## src/logic/amp_spi_pkg.sv

```systemverilog
/*
  shared constants and types for the amplifier gain-control SPI front end:
  channel count, word length, sck divider, word and mask types,
  sequencer state enum and read/write flag enum
*/
`default_nettype none

package amp_spi_pkg;

  // amplifier bank
  localparam int num_channels = 4;
  localparam int addr_w = $clog2(num_channels);

  // SPI word and sck timing
  localparam int word_w = 16;
  localparam int clk_div = 4;
  localparam int div_w = $clog2(clk_div);
  localparam int bit_cnt_w = $clog2(word_w);

  typedef logic [addr_w-1:0] chan_addr_t;
  typedef logic [word_w-1:0] amp_word_t;
  // active low, one bit per amplifier
  typedef logic [num_channels-1:0] cs_mask_t;

  typedef enum logic [1:0] {
    st_idle,
    st_select,
    st_shift,
    st_deselect
  } seq_state_t;

  // value of bit 15 on the wire
  typedef enum logic {
    op_write = 1'b0,
    op_read  = 1'b1
  } spi_op_t;

endpackage

`default_nettype wire

```

## src/logic/spi_ctrl_if.sv

```systemverilog
/*
  control strobes shared by the sequencer, the sck timer,
  the word shifter and the chip-select decoder
*/
`default_nettype none

interface spi_ctrl_if;

  // from the sequencer
  logic load;
  logic run;
  logic sck_en;
  logic select;

  // from the sck timer
  logic half_tick;
  logic fall;
  logic bit_last;

  modport seq (output load, run, sck_en, select, input half_tick, fall, bit_last);

  modport timer (input run, sck_en, output half_tick, fall, bit_last);

  modport shifter (input load, fall, select);

  modport cs (input load, select);

endinterface

`default_nettype wire

```

## src/logic/amp_spi_seq.sv

```systemverilog
/*
  command sequencer: accepts one command on the valid/ready pair and
  walks through select, shift and deselect phases
*/
`default_nettype none

module amp_spi_seq (
  input wire clk,
  input wire reset,
  input wire cmd_valid,
  output logic cmd_ready,
  spi_ctrl_if.seq ctrl
);

  amp_spi_pkg::seq_state_t state;
  logic accept;

  // a command is taken on any edge where both strobes are high
  assign accept = cmd_valid && cmd_ready;

  always_ff @(posedge clk) begin
    if (reset) begin
      state <= amp_spi_pkg::st_idle;
      cmd_ready <= 1'b1;
    end else begin
      case (state)
        amp_spi_pkg::st_idle: begin
          if (accept) begin
            state <= amp_spi_pkg::st_select;
            cmd_ready <= 1'b0;
          end
        end
        // chip-select setup, one half period with sck low
        amp_spi_pkg::st_select: begin
          if (ctrl.half_tick) begin
            state <= amp_spi_pkg::st_shift;
          end
        end
        // leave on the falling edge that ends the last bit
        amp_spi_pkg::st_shift: begin
          if (ctrl.fall && ctrl.bit_last) begin
            state <= amp_spi_pkg::st_deselect;
          end
        end
        // chip-select hold, one half period
        amp_spi_pkg::st_deselect: begin
          if (ctrl.half_tick) begin
            state <= amp_spi_pkg::st_idle;
            cmd_ready <= 1'b1;
          end
        end
        default: begin
          state <= amp_spi_pkg::st_idle;
          cmd_ready <= 1'b1;
        end
      endcase
    end
  end

  // load fires in the accept cycle so the data modules capture the
  // command on the same edge
  assign ctrl.load = accept;
  assign ctrl.run = (state != amp_spi_pkg::st_idle);
  assign ctrl.sck_en = (state == amp_spi_pkg::st_shift);
  assign ctrl.select = (state == amp_spi_pkg::st_select) ||
                       (state == amp_spi_pkg::st_shift);

  // ready and the state register must agree
  a_ready_only_idle: assert property (
    @(posedge clk) disable iff (reset)
    cmd_ready |-> (state == amp_spi_pkg::st_idle)
  ) else $error("cmd_ready high in state %s", state.name());

endmodule

`default_nettype wire

```

## src/logic/sck_timer.sv

```systemverilog
/*
  sck generator: half-period divider, sck toggle register,
  falling-edge strobe and bit counter
*/
`default_nettype none

module sck_timer (
  input wire clk,
  input wire reset,
  output logic sck,
  spi_ctrl_if.timer ctrl
);

  logic [amp_spi_pkg::div_w-1:0] div_cnt;
  logic [amp_spi_pkg::bit_cnt_w-1:0] bit_cnt;

  // divider restarts every time the sequencer leaves idle
  always_ff @(posedge clk) begin
    if (reset || !ctrl.run) begin
      div_cnt <= '0;
    end else if (ctrl.half_tick) begin
      div_cnt <= '0;
    end else begin
      div_cnt <= div_cnt + 1'b1;
    end
  end

  assign ctrl.half_tick = ctrl.run &&
                          (div_cnt == amp_spi_pkg::div_w'(amp_spi_pkg::clk_div - 1));

  always_ff @(posedge clk) begin
    if (reset) begin
      sck <= 1'b0;
    end else if (ctrl.half_tick && ctrl.sck_en) begin
      sck <= ~sck;
    end
  end

  // high in the cycle whose closing edge brings sck low
  assign ctrl.fall = ctrl.half_tick && ctrl.sck_en && sck;

  // counts completed bits, so it names the bit now on sdi
  always_ff @(posedge clk) begin
    if (reset || !ctrl.run) begin
      bit_cnt <= '0;
    end else if (ctrl.fall) begin
      bit_cnt <= bit_cnt + 1'b1;
    end
  end

  assign ctrl.bit_last =
    (bit_cnt == amp_spi_pkg::bit_cnt_w'(amp_spi_pkg::word_w - 1));

  // sck parks low once the shift phase is over
  a_sck_idle_low: assert property (
    @(posedge clk) disable iff (reset)
    (!ctrl.sck_en) [*amp_spi_pkg::clk_div] |-> !sck
  ) else $error("sck high with shifting disabled");

endmodule

`default_nettype wire

```

## src/logic/word_shifter.sv

```systemverilog
/*
  output shift register: loads the command word with the write flag
  forced into bit 15 and drives sdi MSB first
*/
`default_nettype none

module word_shifter (
  input wire clk,
  input wire reset,
  input wire amp_spi_pkg::amp_word_t cmd_word,
  output logic sdi,
  spi_ctrl_if.shifter ctrl
);

  // bits below the read/write flag, next bit at the top
  logic [amp_spi_pkg::word_w-2:0] rest;

  always_ff @(posedge clk) begin
    if (ctrl.load) begin
      rest <= cmd_word[amp_spi_pkg::word_w-2:0];
    end else if (ctrl.fall) begin
      rest <= {rest[amp_spi_pkg::word_w-3:0], 1'b0};
    end
  end

  // sdi moves on the edge that drops sck, device samples on the rise
  always_ff @(posedge clk) begin
    if (reset) begin
      sdi <= 1'b0;
    end else if (ctrl.load) begin
      sdi <= logic'(amp_spi_pkg::op_write);
    end else if (ctrl.fall) begin
      sdi <= rest[amp_spi_pkg::word_w-2];
    end else if (!ctrl.select) begin
      sdi <= 1'b0;
    end
  end

  // a new word must never overwrite one still on the wire
  a_load_when_free: assert property (
    @(posedge clk) disable iff (reset)
    ctrl.load |-> !ctrl.select
  ) else $error("word loaded during an active transfer");

endmodule

`default_nettype wire

```

## src/logic/cs_decoder.sv

```systemverilog
/*
  chip-select decoder: address latch and one-hot active-low
  chip-select vector
*/
`default_nettype none

module cs_decoder (
  input wire clk,
  input wire reset,
  input wire amp_spi_pkg::chan_addr_t cmd_addr,
  output amp_spi_pkg::cs_mask_t cs_n,
  spi_ctrl_if.cs ctrl
);

  amp_spi_pkg::chan_addr_t addr_q;

  always_ff @(posedge clk) begin
    if (ctrl.load) begin
      addr_q <= cmd_addr;
    end
  end

  // addr_q is frozen while select is high, so only one cs_n bit
  // ever changes on a select edge
  always_comb begin
    cs_n = '1;
    if (ctrl.select) begin
      cs_n[addr_q] = 1'b0;
    end
  end

  // the selected amplifier stays the same for the whole transfer
  a_cs_stable: assert property (
    @(posedge clk) disable iff (reset)
    (ctrl.select && $past(ctrl.select)) |-> $stable(cs_n)
  ) else $error("chip select changed during an active transfer: %b", cs_n);

endmodule

`default_nettype wire

```

## src/logic/amp_spi_top.sv

```systemverilog
/*
  top level of the gain-control SPI front end: command handshake in,
  sck, sdi and per-amplifier chip selects out
*/
`default_nettype none

module amp_spi_top (
  input wire clk,
  input wire reset,
  input wire cmd_valid,
  input wire amp_spi_pkg::chan_addr_t cmd_addr,
  input wire amp_spi_pkg::amp_word_t cmd_word,
  output logic cmd_ready,
  output logic sck,
  output logic sdi,
  output amp_spi_pkg::cs_mask_t cs_n
);

  spi_ctrl_if ctrl ();

  // phase control and handshake
  amp_spi_seq i_amp_spi_seq (
    .clk       (clk),
    .reset     (reset),
    .cmd_valid (cmd_valid),
    .cmd_ready (cmd_ready),
    .ctrl      (ctrl.seq)
  );

  // sck and bit timing
  sck_timer i_sck_timer (
    .clk   (clk),
    .reset (reset),
    .sck   (sck),
    .ctrl  (ctrl.timer)
  );

  word_shifter i_word_shifter (
    .clk      (clk),
    .reset    (reset),
    .cmd_word (cmd_word),
    .sdi      (sdi),
    .ctrl     (ctrl.shifter)
  );

  cs_decoder i_cs_decoder (
    .clk      (clk),
    .reset    (reset),
    .cmd_addr (cmd_addr),
    .cs_n     (cs_n),
    .ctrl     (ctrl.cs)
  );

endmodule

`default_nettype wire

```

## config.mk

```make
export PLATFORM = sky130hd
export DESIGN_NAME = amp_spi_top
export DESIGN_NICKNAME = d
export VERILOG_FILES = /design/src/logic/amp_spi_pkg.sv /design/src/logic/spi_ctrl_if.sv /design/src/logic/amp_spi_seq.sv /design/src/logic/sck_timer.sv /design/src/logic/word_shifter.sv /design/src/logic/cs_decoder.sv /design/src/logic/amp_spi_top.sv
export SDC_FILE = /design/constraint.sdc
export NUM_CORES = 1
export LEC_CHECK = 0
export ABC_AREA = 1
export BUFFER_PORTS_ARGS = -buffer_cell sky130_fd_sc_hd__buf_4
export CORE_AREA = 2 2 76 42
export CTS_BUF_LIST = sky130_fd_sc_hd__clkbuf_16
export DETAILED_ROUTE_END_ITERATION = 10
export DIE_AREA = 0 0 78 44
export PLACE_DENSITY_LB_ADDON = 0.08
export REMOVE_ABC_BUFFERS = 1
export SYNTH_ARGS = -nofsm -noshare
export SYNTH_HDL_FRONTEND = slang
export SYNTH_SLANG_ARGS = --single-unit
```

## constraint.sdc

```tcl
create_clock -name clk -period 4.1 [get_ports clk]
set_clock_uncertainty 0.2 [all_clocks]
set_input_delay 0.82 -clock clk [delete_from_list [all_inputs] [get_ports clk]]
set_output_delay 0.82 -clock clk [all_outputs]
set_load 0.005 [all_outputs]
```

Word-level counts from Yosys, hierarchy flattened
Index checks and enable logic that the tools add are counted.
{ "totals": {"romBits": 0, "latchBits": 0, "mem_count": 0, "reg_bits": 28, "mem_bits_rw": 0} }
{ "op_classes": {"shift": 0, "n_bitwise": 2, "addsub": 2, "mul": 0, "reduce_logical": 17, "n_eq_ne": 10, "div": 0, "n_mux": 15, "order_cmp": 2} }
{ "op_table": {"columns": ["op", "count"], "rows": [
  ["$mux W15", 2],
  ["$mux W2", 4],
  ["$pmux W2 S4", 1],
  ["$eq A2 B2 Y1 const B", 3],
  ["$logic_and A1 B1 Y1", 6],
  ["$ne A2 B2 Y1 const B", 3],
  ["$reduce_bool A2 Y1", 3],
  ["$mux W1", 5],
  ["$add A4 B1 Y4 const B", 1],
  ["$eq A4 B4 Y1 const B", 1],
  ["$mux W4", 1],
  ["$ne A2 B1 Y1 const B", 2],
  ["$not A4 Y4", 1],
  ["$reduce_and A4 Y1", 1],
  ["$reduce_or A2 Y1", 2],
  ["$lt A2 B3 Y1 const B", 1],
  ["$reduce_and A3 Y1", 1],
  ["$add A2 B1 Y2 const B", 1],
  ["$demux W1 S2", 1],
  ["$eq A2 B1 Y1 const B", 1],
  ["$ge A2 B1 Y1 const B", 1],
  ["$logic_not A2 Y1", 1],
  ["$logic_or A1 B1 Y1", 2],
  ["$pmux W1 S2", 1],
  ["2 further kinds", 2]
]} }

Longest topological paths before layout
{ "depth": {"word_depth": 7, "depth_mapped": 8} }

Hierarchy
Synthesis repeated with hierarchy kept, for this count alone.
{ "hier_totals": {"cells_unflattened": 155, "hier_area_um2": 1393.8} }
{ "modules_own_cells": {"columns": ["mod", "cells_per_inst", "instances", "area_each_um2", "seq_area_each_um2"], "rows": [
  ["word_shifter", 71, 1, 726.9, 470.5],
  ["sck_timer", 40, 1, 345.3, 140.1],
  ["amp_spi_seq", 35, 1, 231.5, 60.1],
  ["cs_decoder", 9, 1, 90.1, 60.1]
]} }

Least setup slack after synthesis
No wires, ideal clock.
{ "synth_timing": {"path_kind": "input -> register", "start": "in cmd_valid", "end": "reg i_word_shifter.rest[0] in the netlist's numbering (enable)", "t_required_ns": 3.534, "setup_slack_ns": 1.976, "n_path_buf": 2, "stages": 4, "setup_ns": 0.366, "arrival_time_ns": 1.558, "path_cell_list": "nand2_1 > buf_2 > buf_2 > nand2_1"} }
{ "synth_between": {"elab_chain_cells": 2} }
{ "synth_lines": {"columns": ["item", "line", "rtl"], "rows": [
  ["start: declaration", "amp_spi_top.sv:10", "input wire cmd_valid,"],
  ["$logic_and A1 B1 Y1", "amp_spi_seq.sv:19", "assign accept = cmd_valid && cmd_ready;"],
  ["$reduce_bool A2 Y1 (no line)", null, null],
  ["end signal: assignment", "word_shifter.sv:20", "rest <= cmd_word[amp_spi_pkg::word_w-2:0];"],
  ["end signal: assignment", "word_shifter.sv:22", "rest <= {rest[amp_spi_pkg::word_w-3:0], 1'b0};"],
  ["end: declaration", "word_shifter.sv:16", "logic [amp_spi_pkg::word_w-2:0] rest;"]
]} }
No other way between the ends.
A chain may end at the register's enable or synchronous reset.

Worst setup path after layout
{ "layout_timing": {"start": "reg i_amp_spi_seq.state[0]", "end": "out cs_n[2]"} }
{ "layout_between": {"elab_chain_cells": 3} }
{ "layout_lines": {"columns": ["item", "line", "rtl"], "rows": [
  ["start: declaration", "amp_spi_seq.sv:15", "amp_spi_pkg::seq_state_t state;"],
  ["start signal: assignment", "amp_spi_seq.sv:23", "state <= amp_spi_pkg::st_idle;"],
  ["start signal: assignment", "amp_spi_seq.sv:29", "state <= amp_spi_pkg::st_select;"],
  ["start signal: assignment", "amp_spi_seq.sv:36", "state <= amp_spi_pkg::st_shift;"],
  ["$eq A2 B1 Y1 / $eq A2 B2 Y1 (equally long branches)", "amp_spi_seq.sv:65, amp_spi_seq.sv:66", null],
  ["$logic_or A1 B1 Y1 *", "amp_spi_seq.sv:65", "assign ctrl.select = (state == amp_spi_pkg::st_select) ||"],
  ["$mux W4 *", "cs_decoder.sv:27", "if (ctrl.select) begin"],
  ["end: declaration", "amp_spi_top.sv:16", "output amp_spi_pkg::cs_mask_t cs_n"]
]} }
Mark *: on every way between the ends. The rest lies on a longest branch, timed or not.

==> reports/metrics.yaml <==
final_layout:
  nets: 197
  multi_input_area_sq_um: 490
  diodes: 0
  final_cell_area_sq_um: 1620
  fin_util_pct: 57.7
  area_growth_pct: 24.1
  final_cells: 209
  drive_gt1_share_pct: 21.9
  final-seq-area_sq_um: 731
  nFillCells: 257
routing:
  drc: 0
  drtAntennaViolNets: 0
  routedWlPerCell_um: 11.7
  drt_iter0_markers: 51
  num_vias: 995
  viasPerCell: 4.76
  dr.pass1.iters: 4
  wl_um: 2450
clocking:
  cts_root_buf: "clkbuf_16"
  clk_pin_slew_ns: 0.06
  cts_setup_buffers: 0
  cts_made_buffers: 3
  hold_buffers: 0
  cts_resized: 0
  cts.sinks: 28
  tritoncts: "yes"
  clk_latency_ns: 0.26
  cts_buffer_depth: 2
  htreeDepth: 1
placement:
  post_dp_cell_area_sq_um: 1540
  dp_worst_setup_slack_ns: 1.81
  gp_congestion: 0.690
  port_buffers: 26
  place_hpwl_um: 1830
  place_inst: 205
sta:
  drv_slew: 0
  grt_setup_unrepaired: "false"
  setup_ws_ns: 1.66
  setup_tns_ns: 0
  setup_viol: 0
  relSlewSlack_pct: 57.8
  clock.fmax_mhz: 410
  tightestPinTransition_ns: 0.631
  whs_ns: 0.237
  hold_viol_final: 0
  min_period_over_period_pct: 59.5
  post-route-min-period_ns: 2.44
worst_setup_path:
  start_kind: "flop"
  crit_arrival_ns: 1.42
  required_ns: 3.08
  cp_max_fo: 6
  cp-end-kind: "output port"
  worstSetupPathType: "flop to output port"
global_routing:
  met1_usage_pct: 21.7
  grt_util_met3_pct: 4.79
  grt_pass1_vias: 988
  use_met2_pct: 27.4
  antenna_found_initial: 0
  grt_pass1_wl_um: 4290
  grt-busiest-layer: "met2"
  grt-ovfl-total: 0
  grt_use_total_pct: 16.4
  grt_max_degree: 21
logic_synthesis:
  synth_top_area_cell: "edfxtp_1"
  synth_area_leaders: "edfxtp_1 39%, dfxtp_1 17%, nand2_1 15%"
  ys_seq_elements: 28
  syn_area_per_cell_sq_um: 9.24
  synth_seq_area_share_pct: 56.1
  netlist.area_leader.share_pct: 39.2
  synth_cell_types: 24
  syn_area_sq_um: 1300
  synth_cells: 141
  synth_warnings: 0
job:
  cap_violations: 0
floorplanning:
  coreArea_sq_um: 2800
  die_area_sq_um: 3430
  io_pins: 28
  die_w_um: 78
  rows: 14
  start_util_pct: 46.5
  die_y_um: 44
power:
  power_density_nw_per_um2: 524
  ir_worst_vdd_v: 0.000227
  total_power_mw: 0.848
  cellLeakagePower_nw: 0.739
status:
  outcome: "complete, no violations"
hold_path:
  hold_path_class: "flop to flop"
[cell type report]
| cell class | count | share of cell area, % |
|---|---|---|
| timing repair buffer | 27 | 12.5 |
| tap | 40 | 3.10 |
| clock inverter | 1 | 0.232 |
| sequential | 28 | 45.2 |
| multi-input combinational | 93 | 30.3 |
| clock buffer | 3 | 4.64 |
| inverter | 17 | 3.95 |
[worst max-delay path, cell delays in order (launching register included)]
cell	delay (ns)
dfxtp_1	0.39
inv_1	0.11
ha_1	0.41
nand3_1	0.11
buf_4	0.15
[synth_stat cells]
cell type and count:
nand2_1 53, edfxtp_1 17, inv_1 15, dfxtp_1 11
nand3_1 7, a21oi_1 6, ha_1 6, nor2_1 6
buf_2 2, inv_2 2, nor2_2 2, o211ai_1 2
a21oi_2 1, and3_1 1, buf_4 1, nand3b_1 1
nand4_4 1, nor3_1 1, o21a_1 1, o21ai_0 1
o21ai_1 1, o21bai_4 1, o31ai_1 1, xor2_1 1
[layout by cell type (no fill, tap or decap), types with 2 or more instances in the layout]
| master | instances |
|---|---|
| nand2_1 | 53 |
| buf_4 | 27 |
| edfxtp_1 | 17 |
| inv_1 | 15 |
| dfxtp_1 | 11 |
| nand3_1 | 7 |
| nor2_1 | 6 |
| a21oi_1 | 6 |
| ha_1 | 6 |
| clkbuf_16 | 3 |
| inv_2 | 2 |
| o211ai_1 | 2 |
| nor2_2 | 2 |
[routing by layer]
layer | vias to the layer above | wire [um]
li1 | 513 | -
met1 | 454 | 1210
met2 | 26 | 1090
met3 | 2 | 132
met4 | 0 | 13
met5 | - | 0
[path summary, 6_finish.rpt]
kind / startpoint / endpoint / slack [ns] / cells after the start
worst max-delay path: i_amp_spi_seq.state[0]$_SDFFE_PP0P_ / cs_n[2] / 1.66 / 4
worst min-delay path: i_sck_timer.div_cnt[0]$_SDFF_PP0_ / i_sck_timer.div_cnt[0]$_SDFF_PP0_ / 0.24 / 1
worst max register to register: i_amp_spi_seq.state[0]$_SDFFE_PP0P_ / i_word_shifter.rest[11]$_DFFE_PP_ / 1.90 / 5
worst min register to register: i_sck_timer.div_cnt[0]$_SDFF_PP0_ / i_sck_timer.div_cnt[0]$_SDFF_PP0_ / 0.24 / 1
[cells by family (layout without fill, tap and decap cells)]
kind of cell	Yosys count	in the layout	synth area share [%]
DFF	28	28	56.1
and+or+nand+nor	72	72	23.7
buffers and inverters	20	48	6.24
xor gates and xnor gates	1	1	0.673
AOI/OAI and AO/OA	14	14	7.49
adders and majority gates	6	6	5.76
[where the power goes]
group / total, mW / switching [mW] / internal, mW
sequential: 0.388 / 0.0229 / 0.365
clock: 0.217 / 0.0864 / 0.131
combinational: 0.243 / 0.147 / 0.0963
[registers in the layout, indices dropped and copies added (netlist names)]
name                     flops
i_sck_timer.bit_cnt          4
i_cs_decoder.addr_q          2
i_amp_spi_seq.cmd_ready      1
i_word_shifter.sdi           1
i_sck_timer.div_cnt          2
i_amp_spi_seq.state          2
i_word_shifter.rest         15
i_sck_timer.sck              1
(Power assumes the default switching activity.)
